[config.mk]
export PLATFORM = sky130hd
export DESIGN_NAME = core
export DESIGN_NICKNAME = d
export VERILOG_FILES = /design/src/source/corePkg.sv /design/src/source/core.sv /design/src/source/writeBack.sv /design/src/source/executeStage.sv /design/src/source/decodeStage.sv /design/src/source/hostPort.sv
export VERILOG_INCLUDE_DIRS = /design/src /design/src/source
export SDC_FILE = /design/constraint.sdc
export NUM_CORES = 2
export LEC_CHECK = 0
export BUFFER_PORTS_ARGS = -buffer_cell sky130_fd_sc_hd__buf_4
export CORE_MARGIN = 2
export CORE_UTILIZATION = 40
export DETAILED_ROUTE_END_ITERATION = 12
export PLACE_DENSITY_LB_ADDON = 0.25
export SYNTH_ARGS = -nofsm -noshare
export SYNTH_HDL_FRONTEND = slang
export SYNTH_HIERARCHICAL = 1
export SYNTH_SLANG_ARGS = --single-unit
[constraint.sdc]
create_clock -name bus -period 8.2 [get_ports bus]
set_input_delay 1.23 -clock bus [delete_from_list [all_inputs] [get_ports bus]]
set_output_delay 1.23 -clock bus [all_outputs]
set_load 0.01 [all_outputs]
[src/source/coreSettings.svh]
// Core widths, address map and opcodes
`ifndef CORE_SETTINGS_SVH
`define CORE_SETTINGS_SVH

`define DATA_WIDTH      64
`define REG_COUNT       16
`define REG_ADDR_WIDTH  4
`define INSTR_WIDTH     32
`define AXI_ADDR_WIDTH  8

`define INSTR_ADDR      8'h00  // Instruction push
`define REG_BASE        8'h00  // Register n at REG_BASE + 8*n
`define RETIRED_ADDR    8'h80

`define RESP_OKAY       2'b00
`define RESP_SLVERR     2'b10

`define OP_MOVI  8'hB8
`define OP_ADD   8'h01
`define OP_SUB   8'h29
`define OP_AND   8'h21
`define OP_OR    8'h09
`define OP_XOR   8'h31
`define OP_ADDI  8'h05
`define OP_SHLI  8'hC1

`endif
[src/source/corePkg.sv]
// Core types
`default_nettype none

`include "coreSettings.svh"

package corePkg;

   typedef logic [`DATA_WIDTH-1:0]     regWord_t;
   typedef logic [`REG_ADDR_WIDTH-1:0] regIndex_t;
   typedef logic [`INSTR_WIDTH-1:0]    instrWord_t;
   typedef logic [15:0]                imm_t;
   typedef logic [`AXI_ADDR_WIDTH-1:0] axiAddr_t;
   typedef logic [1:0]                 axiResp_t;
   typedef logic [31:0]                retireCount_t;

   typedef enum logic [2:0] {
      aluMovi,
      aluAdd,
      aluSub,
      aluAnd,
      aluOr,
      aluXor,
      aluAddi,
      aluShli
   } aluOp_t;

endpackage

`default_nettype wire

[src/source/core.sv]
// Pipelined core top level
`timescale 1ns/1ps
`default_nettype none

`include "coreSettings.svh"

module core
   import corePkg::*;
(
   input  logic                     bus,
   input  logic                     rst,
   input  axiAddr_t                 awaddr,
   input  logic                     awvalid,
   output logic                     awready,
   input  regWord_t                 wdata,
   input  logic [`DATA_WIDTH/8-1:0] wstrb,
   input  logic                     wvalid,
   output logic                     wready,
   output axiResp_t                 bresp,
   output logic                     bvalid,
   input  logic                     bready,
   input  axiAddr_t                 araddr,
   input  logic                     arvalid,
   output logic                     arready,
   output regWord_t                 rdata,
   output axiResp_t                 rresp,
   output logic                     rvalid,
   input  logic                     rready
);

   logic         instrValid, decodeStall, decodeBusy, executeBusy, pipeBusy;
   instrWord_t   instr;
   logic         opValid, resValid, wbValid;
   aluOp_t       aluOp;
   regIndex_t    destReg, srcReg, resDest, wbDest, srcIndex, destIndex, readIndex;
   imm_t         imm;
   regWord_t     resValue, srcValue, destValue, readValue;
   retireCount_t retired;

   assign pipeBusy = instrValid | decodeBusy | executeBusy; // Any stage still holding work

   hostPort host (
      .bus(bus), .rst(rst),
      .awaddr(awaddr), .awvalid(awvalid), .awready(awready),
      .wdata(wdata), .wstrb(wstrb), .wvalid(wvalid), .wready(wready),
      .bresp(bresp), .bvalid(bvalid), .bready(bready),
      .araddr(araddr), .arvalid(arvalid), .arready(arready),
      .rdata(rdata), .rresp(rresp), .rvalid(rvalid), .rready(rready),
      .pipeBusy(pipeBusy), .decodeStall(decodeStall),
      .readValue(readValue), .retired(retired),
      .instrValid(instrValid), .instr(instr), .readIndex(readIndex)
   );

   decodeStage decode (
      .bus(bus), .rst(rst), .instrValid(instrValid), .instr(instr),
      .wbValid(wbValid), .wbDest(wbDest), .decodeStall(decodeStall),
      .opValid(opValid), .aluOp(aluOp), .destReg(destReg), .srcReg(srcReg),
      .imm(imm), .busy(decodeBusy)
   );

   executeStage execute (
      .bus(bus), .rst(rst), .opValid(opValid), .aluOp(aluOp),
      .destReg(destReg), .srcReg(srcReg), .imm(imm),
      .srcValue(srcValue), .destValue(destValue),
      .srcIndex(srcIndex), .destIndex(destIndex),
      .resValid(resValid), .resDest(resDest), .resValue(resValue), .busy(executeBusy)
   );

   writeBack result (
      .bus(bus), .rst(rst), .resValid(resValid), .resDest(resDest), .resValue(resValue),
      .srcIndex(srcIndex), .destIndex(destIndex), .readIndex(readIndex),
      .srcValue(srcValue), .destValue(destValue), .readValue(readValue),
      .wbValid(wbValid), .wbDest(wbDest), .retired(retired)
   );

endmodule

`default_nettype wire

[src/source/writeBack.sv]
// Register file and retire counter
`timescale 1ns/1ps
`default_nettype none

`include "coreSettings.svh"

module writeBack
   import corePkg::*;
(
   input  logic         bus,
   input  logic         rst,
   input  logic         resValid,
   input  regIndex_t    resDest,
   input  regWord_t     resValue,
   input  regIndex_t    srcIndex,
   input  regIndex_t    destIndex,
   input  regIndex_t    readIndex,
   output regWord_t     srcValue,
   output regWord_t     destValue,
   output regWord_t     readValue,
   output logic         wbValid,
   output regIndex_t    wbDest,
   output retireCount_t retired
);

   regWord_t regFile [`REG_COUNT];

   assign srcValue  = regFile[srcIndex];
   assign destValue = regFile[destIndex];
   assign readValue = regFile[readIndex]; // Host read port

   // Scoreboard release on the write edge
   assign wbValid = resValid;
   assign wbDest  = resDest;

   always_ff @(posedge bus) begin
      if (rst) begin
         for (int i = 0; i < `REG_COUNT; i++) begin
            regFile[i] <= '0;
         end
         retired <= '0;
      end else if (resValid) begin
         regFile[resDest] <= resValue;
         retired          <= retired + 1;
      end
   end

endmodule

`default_nettype wire

[src/source/executeStage.sv]
// Operand read and ALU
`timescale 1ns/1ps
`default_nettype none

`include "coreSettings.svh"

module executeStage
   import corePkg::*;
(
   input  logic      bus,
   input  logic      rst,
   input  logic      opValid,
   input  aluOp_t    aluOp,
   input  regIndex_t destReg,
   input  regIndex_t srcReg,
   input  imm_t      imm,
   input  regWord_t  srcValue,
   input  regWord_t  destValue,
   output regIndex_t srcIndex,
   output regIndex_t destIndex,
   output logic      resValid,
   output regIndex_t resDest,
   output regWord_t  resValue,
   output logic      busy
);

   regWord_t immExt;
   regWord_t aluResult;

   assign srcIndex  = srcReg;
   assign destIndex = destReg;
   assign immExt    = {{(`DATA_WIDTH - 16){imm[15]}}, imm};
   assign busy      = resValid;

   always_comb begin
      aluResult = immExt;
      case (aluOp)
         aluMovi: aluResult = immExt;
         aluAdd:  aluResult = destValue + srcValue; // dest op src
         aluSub:  aluResult = destValue - srcValue;
         aluAnd:  aluResult = destValue & srcValue;
         aluOr:   aluResult = destValue | srcValue;
         aluXor:  aluResult = destValue ^ srcValue;
         aluAddi: aluResult = srcValue + immExt; // src plus immediate
         aluShli: aluResult = srcValue << imm[5:0];
         default: aluResult = immExt;
      endcase
   end

   always_ff @(posedge bus) begin
      if (rst) begin
         resValid <= 1'b0;
      end else begin
         resValid <= opValid;
      end
   end

   always_ff @(posedge bus) begin
      if (opValid) begin
         resDest  <= destReg;
         resValue <= aluResult;
      end
   end

endmodule

`default_nettype wire

[src/source/decodeStage.sv]
// Instruction decode and scoreboard
`timescale 1ns/1ps
`default_nettype none

`include "coreSettings.svh"

module decodeStage
   import corePkg::*;
(
   input  logic       bus,
   input  logic       rst,
   input  logic       instrValid,
   input  instrWord_t instr,
   input  logic       wbValid,
   input  regIndex_t  wbDest,
   output logic       decodeStall,
   output logic       opValid,
   output aluOp_t     aluOp,
   output regIndex_t  destReg,
   output regIndex_t  srcReg,
   output imm_t       imm,
   output logic       busy
);

   logic [`REG_COUNT-1:0] inUse;
   logic [7:0]            opcode;
   regIndex_t             fieldDest;
   regIndex_t             fieldSrc;
   aluOp_t                opDecoded;
   logic                  known;
   logic                  hazard;
   logic                  issue;

   assign opcode    = instr[31:24];
   assign fieldDest = instr[23:20];
   assign fieldSrc  = instr[19:16];

   always_comb begin
      known     = 1'b1;
      opDecoded = aluMovi;
      case (opcode)
         `OP_MOVI: opDecoded = aluMovi;
         `OP_ADD:  opDecoded = aluAdd;
         `OP_SUB:  opDecoded = aluSub;
         `OP_AND:  opDecoded = aluAnd;
         `OP_OR:   opDecoded = aluOr;
         `OP_XOR:  opDecoded = aluXor;
         `OP_ADDI: opDecoded = aluAddi;
         `OP_SHLI: opDecoded = aluShli;
         default:  known = 1'b0; // Dropped without issue
      endcase
   end

   assign hazard      = inUse[fieldDest] | (inUse[fieldSrc] & (opDecoded != aluMovi));
   assign decodeStall = instrValid & known & hazard;
   assign issue       = instrValid & known & ~hazard;
   assign busy        = opValid;

   always_ff @(posedge bus) begin
      if (rst) begin
         inUse   <= '0;
         opValid <= 1'b0;
      end else begin
         opValid <= issue;
         if (wbValid) begin
            inUse[wbDest] <= 1'b0;
         end
         if (issue) begin
            inUse[fieldDest] <= 1'b1; // Wins over a release of the same register
         end
      end
   end

   always_ff @(posedge bus) begin
      if (issue) begin
         aluOp   <= opDecoded;
         destReg <= fieldDest;
         srcReg  <= fieldSrc;
         imm     <= instr[15:0];
      end
   end

endmodule

`default_nettype wire

[src/source/hostPort.sv]
// AXI4-Lite host port
`timescale 1ns/1ps
`default_nettype none

`include "coreSettings.svh"

module hostPort
   import corePkg::*;
(
   input  logic                     bus,
   input  logic                     rst,
   input  axiAddr_t                 awaddr,
   input  logic                     awvalid,
   output logic                     awready,
   input  regWord_t                 wdata,
   input  logic [`DATA_WIDTH/8-1:0] wstrb,
   input  logic                     wvalid,
   output logic                     wready,
   output axiResp_t                 bresp,
   output logic                     bvalid,
   input  logic                     bready,
   input  axiAddr_t                 araddr,
   input  logic                     arvalid,
   output logic                     arready,
   output regWord_t                 rdata,
   output axiResp_t                 rresp,
   output logic                     rvalid,
   input  logic                     rready,
   input  logic                     pipeBusy,
   input  logic                     decodeStall,
   input  regWord_t                 readValue,
   input  retireCount_t             retired,
   output logic                     instrValid,
   output instrWord_t               instr,
   output regIndex_t                readIndex
);

   logic       wrAccept;
   logic       rdAccept;
   logic       instrHit;
   logic       isRegAddr;
   axiAddr_t   regOffset;
   instrWord_t wrWord;

   assign wrAccept = awvalid & wvalid & ~instrValid & ~bvalid; // AW and W taken together
   assign awready  = wrAccept;
   assign wready   = wrAccept;
   assign instrHit = (awaddr == `INSTR_ADDR);

   assign arready   = ~rvalid & ~pipeBusy; // Reads wait for an empty pipe
   assign rdAccept  = arvalid & arready;
   assign regOffset = araddr - `REG_BASE;
   assign isRegAddr = (regOffset < axiAddr_t'(8 * `REG_COUNT)) && (regOffset[2:0] == 3'b000);
   assign readIndex = regOffset[`REG_ADDR_WIDTH+2:3];

   always_comb begin
      for (int i = 0; i < `INSTR_WIDTH / 8; i++) begin
         wrWord[8*i +: 8] = wstrb[i] ? wdata[8*i +: 8] : 8'h00; // Unstrobed bytes read as zero
      end
   end

   always_ff @(posedge bus) begin
      if (rst) begin
         bvalid     <= 1'b0;
         rvalid     <= 1'b0;
         instrValid <= 1'b0;
      end else begin
         if (wrAccept) begin
            bvalid <= 1'b1;
         end else if (bready) begin
            bvalid <= 1'b0;
         end
         if (rdAccept) begin
            rvalid <= 1'b1;
         end else if (rready) begin
            rvalid <= 1'b0;
         end
         if (wrAccept && instrHit) begin
            instrValid <= 1'b1;
         end else if (!decodeStall) begin
            instrValid <= 1'b0; // Taken by decode
         end
      end
   end

   always_ff @(posedge bus) begin
      if (wrAccept) begin
         bresp <= instrHit ? `RESP_OKAY : `RESP_SLVERR;
         if (instrHit) begin
            instr <= wrWord;
         end
      end
      if (rdAccept) begin
         if (isRegAddr) begin
            rdata <= readValue;
            rresp <= `RESP_OKAY;
         end else if (araddr == `RETIRED_ADDR) begin
            rdata <= regWord_t'(retired);
            rresp <= `RESP_OKAY;
         end else begin
            rdata <= '0;
            rresp <= `RESP_SLVERR;
         end
      end
   end

endmodule

`default_nettype wire

==> flow_summary_export.csv <==
group,metric,value,unit
final_layout,drive_above_1_share,0.248,
clock_tree,postCtsSetupBuffers,0,
yosys,yosysSeqAreaShare,0.430,
yosys,ys_seq_elements,1270,
detailed_routing,wl_met1,126000,µm
yosys,synth_top_area_share,0.418,
detailed_routing,drt-total-wl,312000,µm
critical_path,timing.rr.start,"decode/destReg[0]$_DFFE_PP_",
timing,maxSlewViolCount,0,
power_and_ir_drop,intPower,11.8,mW
clock_tree,cts_buffers,151,
placement,detailed_place_hpwl,200000,µm
detailed_routing,drt_iter0_markers,8260,
global_routing,grt_pass1_vias,60500,
min_path,worstHoldPathType,"reg2reg",
detailed_routing,via_per_inst,6.55,
yosys,synth-edff-count,1217,
die,coreArea,0.217,mm²
yosys,synth.most_common_cell,"edfxtp_1",
timing,rsz0062_at_grt,"no",
min_path,hold_path_startpoint,"host/instr[12]$_SDFFCE_PN0P_",
clock_tree,cts_tree,"done",
yosys,synth_common_cells,"edfxtp_1, and2_1, mux4_2",
global_routing,track_usage,0.277,
yosys,synthArstFlopShare,0,
timing,finClkSkew,0.0481,ns
power_and_ir_drop,p_sw_frac,0.248,
placement,io_buffer_count,129,
global_routing,grt.overflow.total,0,
critical_path,r2r-end,"execute/resValue[59]$_DFFE_PP_",
power_and_ir_drop,leakage,34.0,nW
detailed_routing,met3_length,29700,µm
timing,finalSetupTns,0,ns
die,start_util,0.402,
critical_path,startpoint_type,"flip-flop",
critical_path,worst-r2r-cell-count,15,
power_and_ir_drop,p_sw,3.88,mW
clock_tree,insertion_delay,0.86,ns
die,io_pins,168,
critical_path,max_stage_delay,0.83,ns
global_routing,grt_pass1_wl,445000,µm
die,dieArea,0.222,mm²
critical_path,path_max_fanout,64,
clock_tree,path_clk_slew,0.06,ns
yosys,syn-cell-area,0.0874,mm²
timing,timing.final.crit_share,0.832,
detailed_routing,route.detailed.drc,0,
critical_path,crit_top_cell,"o21ai_0",
run_status,outcome,"complete, no violations",
timing,period_minus_slack,6.82,ns
power_and_ir_drop,seq_power_share,0.474,
die,die_height,471,µm
die,fp.dieW,471,µm
yosys,yosysWarningCount,6,
timing,worstMarginPinSlew,1.23,ns
timing,max_freq,147,MHz
final_layout,final_cells,9463,
critical_path,crit_path_top_delay_cell,"edfxtp_1",
final_layout,area_delta_synth_final,9.68,%
critical_path,r2r_slack,1.38,ns
power_and_ir_drop,power_frac_clock,0.428,
critical_path,crit_type,"reg2reg",
placement,gp_congestion,1.02,
run,max-cap-violations,0,
global_routing,grt_max_degree,120,
yosys,yosysTopAreaCell,"edfxtp_1",
min_path,min_to,"decode/imm[12]$_DFFE_PP_",
clock_tree,clk_path_buf_depth,3,
yosys,ys_top_cells_by_area,"edfxtp_1, mux4_2, and2_1",
yosys,synth_ff_type,"edfxtp_1",
detailed_routing,vias,61900,
placement,dp_cells,9180,
yosys,synth.avg_cell_area,13.1,µm²
placement,place_ws,1.59,ns
timing,hold_slack,0.419,ns
global_routing,antenna_found_initial,17,
critical_path,worstSetupEndpointType,"flip-flop",
critical_path,critPathArrivalTime,7.31,ns
power_and_ir_drop,peakVddDrop,0.233,mV
detailed_routing,routed-wl-met2,145000,µm
clock_tree,cts_root_buf,"clkbuf_16",
clock_tree,htree_levels,4,
clock_tree,postCtsHoldBufs,0,
timing,setup_viol,0,
min_path,holdPathStages,0,
final_layout,finalNetCount,6845,
yosys,synth_cells,6648,
detailed_routing,ant_nets,0,
timing,setup_ws,1.38,ns
detailed_routing,wl_per_cell,33.0,µm
critical_path,cp_cell_sequence,"buf_4, buf_12, mux4_2, mux4_2, inv_1, o21ai_0, ha_1, nand2_1, or3_1, a2111oi_0, o21ai_0, a21oi_1, nor2_1, nor3_1, o21ai_0",
timing,slew_headroom,0.180,
detailed_routing,drt_first_pass_iters,7,
critical_path,worstPathRequired,8.69,ns
die,rows,171,
power_and_ir_drop,p_comb_frac,0.098,
clock_tree,cts_sinks,1270,
yosys,synth_cell_types,111,
timing,finalHoldViolations,0,
clock_tree,cts.repair.resized,0,
power_and_ir_drop,powerDensity,163,mW/mm²
detailed_routing,highest_layer,"met5",
[worst max-delay path, delay by kind of cell, from the launching register on]
kind	cells	cell delay (ns)
AO/OA/AOI/OAI	5	1.63
AND/OR/NAND/NOR	4	1.05
buffers and inverters	3	1.04
multiplexers	2	1.18
flip-flops	1	0.83
adder cells (fa/ha/maj)	1	0.47
[kinds of logic after synthesis]
logic type,after synthesis,synth area share
other cells,1,0.0000429
compound gates,983,0.0731
buf+inv,844,0.0404
fa+ha+maj,271,0.0390
flops,1270,0.430
simple gates,2043,0.132
xor+xnor,114,0.0114
mux,1122,0.274
[worst max-delay path by stage]
stage                                           endpoint                   startpoint
after detailed placement  execute/resValue[59]$_DFFE_PP_  decode/destReg[0]$_DFFE_PP_
after CTS                 execute/resValue[59]$_DFFE_PP_  decode/destReg[0]$_DFFE_PP_
after global placement    execute/resValue[59]$_DFFE_PP_  decode/destReg[0]$_DFFE_PP_
after global routing      execute/resValue[59]$_DFFE_PP_  decode/destReg[0]$_DFFE_PP_
final                     execute/resValue[59]$_DFFE_PP_  decode/destReg[0]$_DFFE_PP_
after floorplan                  host/rdata[0]$_DFFE_PP_                      arvalid
[layout by cell type, fill, tap and decap left out, drive strengths merged, types with 26 or more instances in the layout]
master / instances
mux4: 1016
a221oi: 36
o31ai: 39
nor2b: 32
and2: 1104
xor2: 29
nand2: 305
clkinv: 62
nand3b: 26
a211oi: 30
a21o: 33
inv: 231
nor2: 220
a22oi: 26
a21oi: 284
buf: 295
o211ai: 38
nand4: 40
dfxtp: 53
nor3: 48
o21ai: 254
clkbuf: 197
xnor2: 85
o21bai: 39
ha: 269
o221ai: 35
nand3: 97
nand2b: 27
edfxtp: 1217
nor4: 40
mux2i: 82
[final cells by class]
class | count | area (µm²)
well taps | 2854 | 3570
repair buffers | 295 | 2470
multi-input cells | 4535 | 46500
clock buffers | 197 | 4060
inverters | 226 | 848
flip-flops and latches | 1270 | 37600
fillers | 19300 | 121000
clock inverters | 83 | 831
diodes | 3 | 7.51
[sequential cells by signal, summed over array words and instances (netlist names)]
name              cells
execute/resDest       4
execute/busy          1
host/instrValid       1
host/bresp            1
host/instr           32
decode/aluOp          3
decode/inUse         16
result/regFile     1024
result/retired       32
host/bvalid           1
decode/busy           1
decode/destReg        4
execute/resValue     64
decode/imm           16
host/rdata           64
host/rresp            1
host/rvalid           1
decode/srcReg         4
[stage by stage]
step                instance area (µm²)  utilization  power (mW)
floorplan                         87400            -        8.49
global placement                  91000        0.419        9.02
detailed placement                91000        0.419        9.05
CTS                               95900        0.441        15.7
global route                      95900        0.441        16.1
finish                            95900        0.441        15.6
[power groups by stage]
stage	Clock [mW]	Sequential (mW)	Combinational, mW
after floorplan	0	7.51	0.985
after global placement	0	7.51	1.51
after detailed placement	0	7.54	1.52
after CTS	6.80	7.40	1.52
after global routing	7.04	7.43	1.61
final	6.70	7.41	1.53
[metal layers]
layer,vias up,track usage
li1,25600,-
met1,32200,0.389
met2,3591,0.435
met3,569,0.0472
met4,10,0.0976
met5,-,0
(Power assumes the default switching activity.)
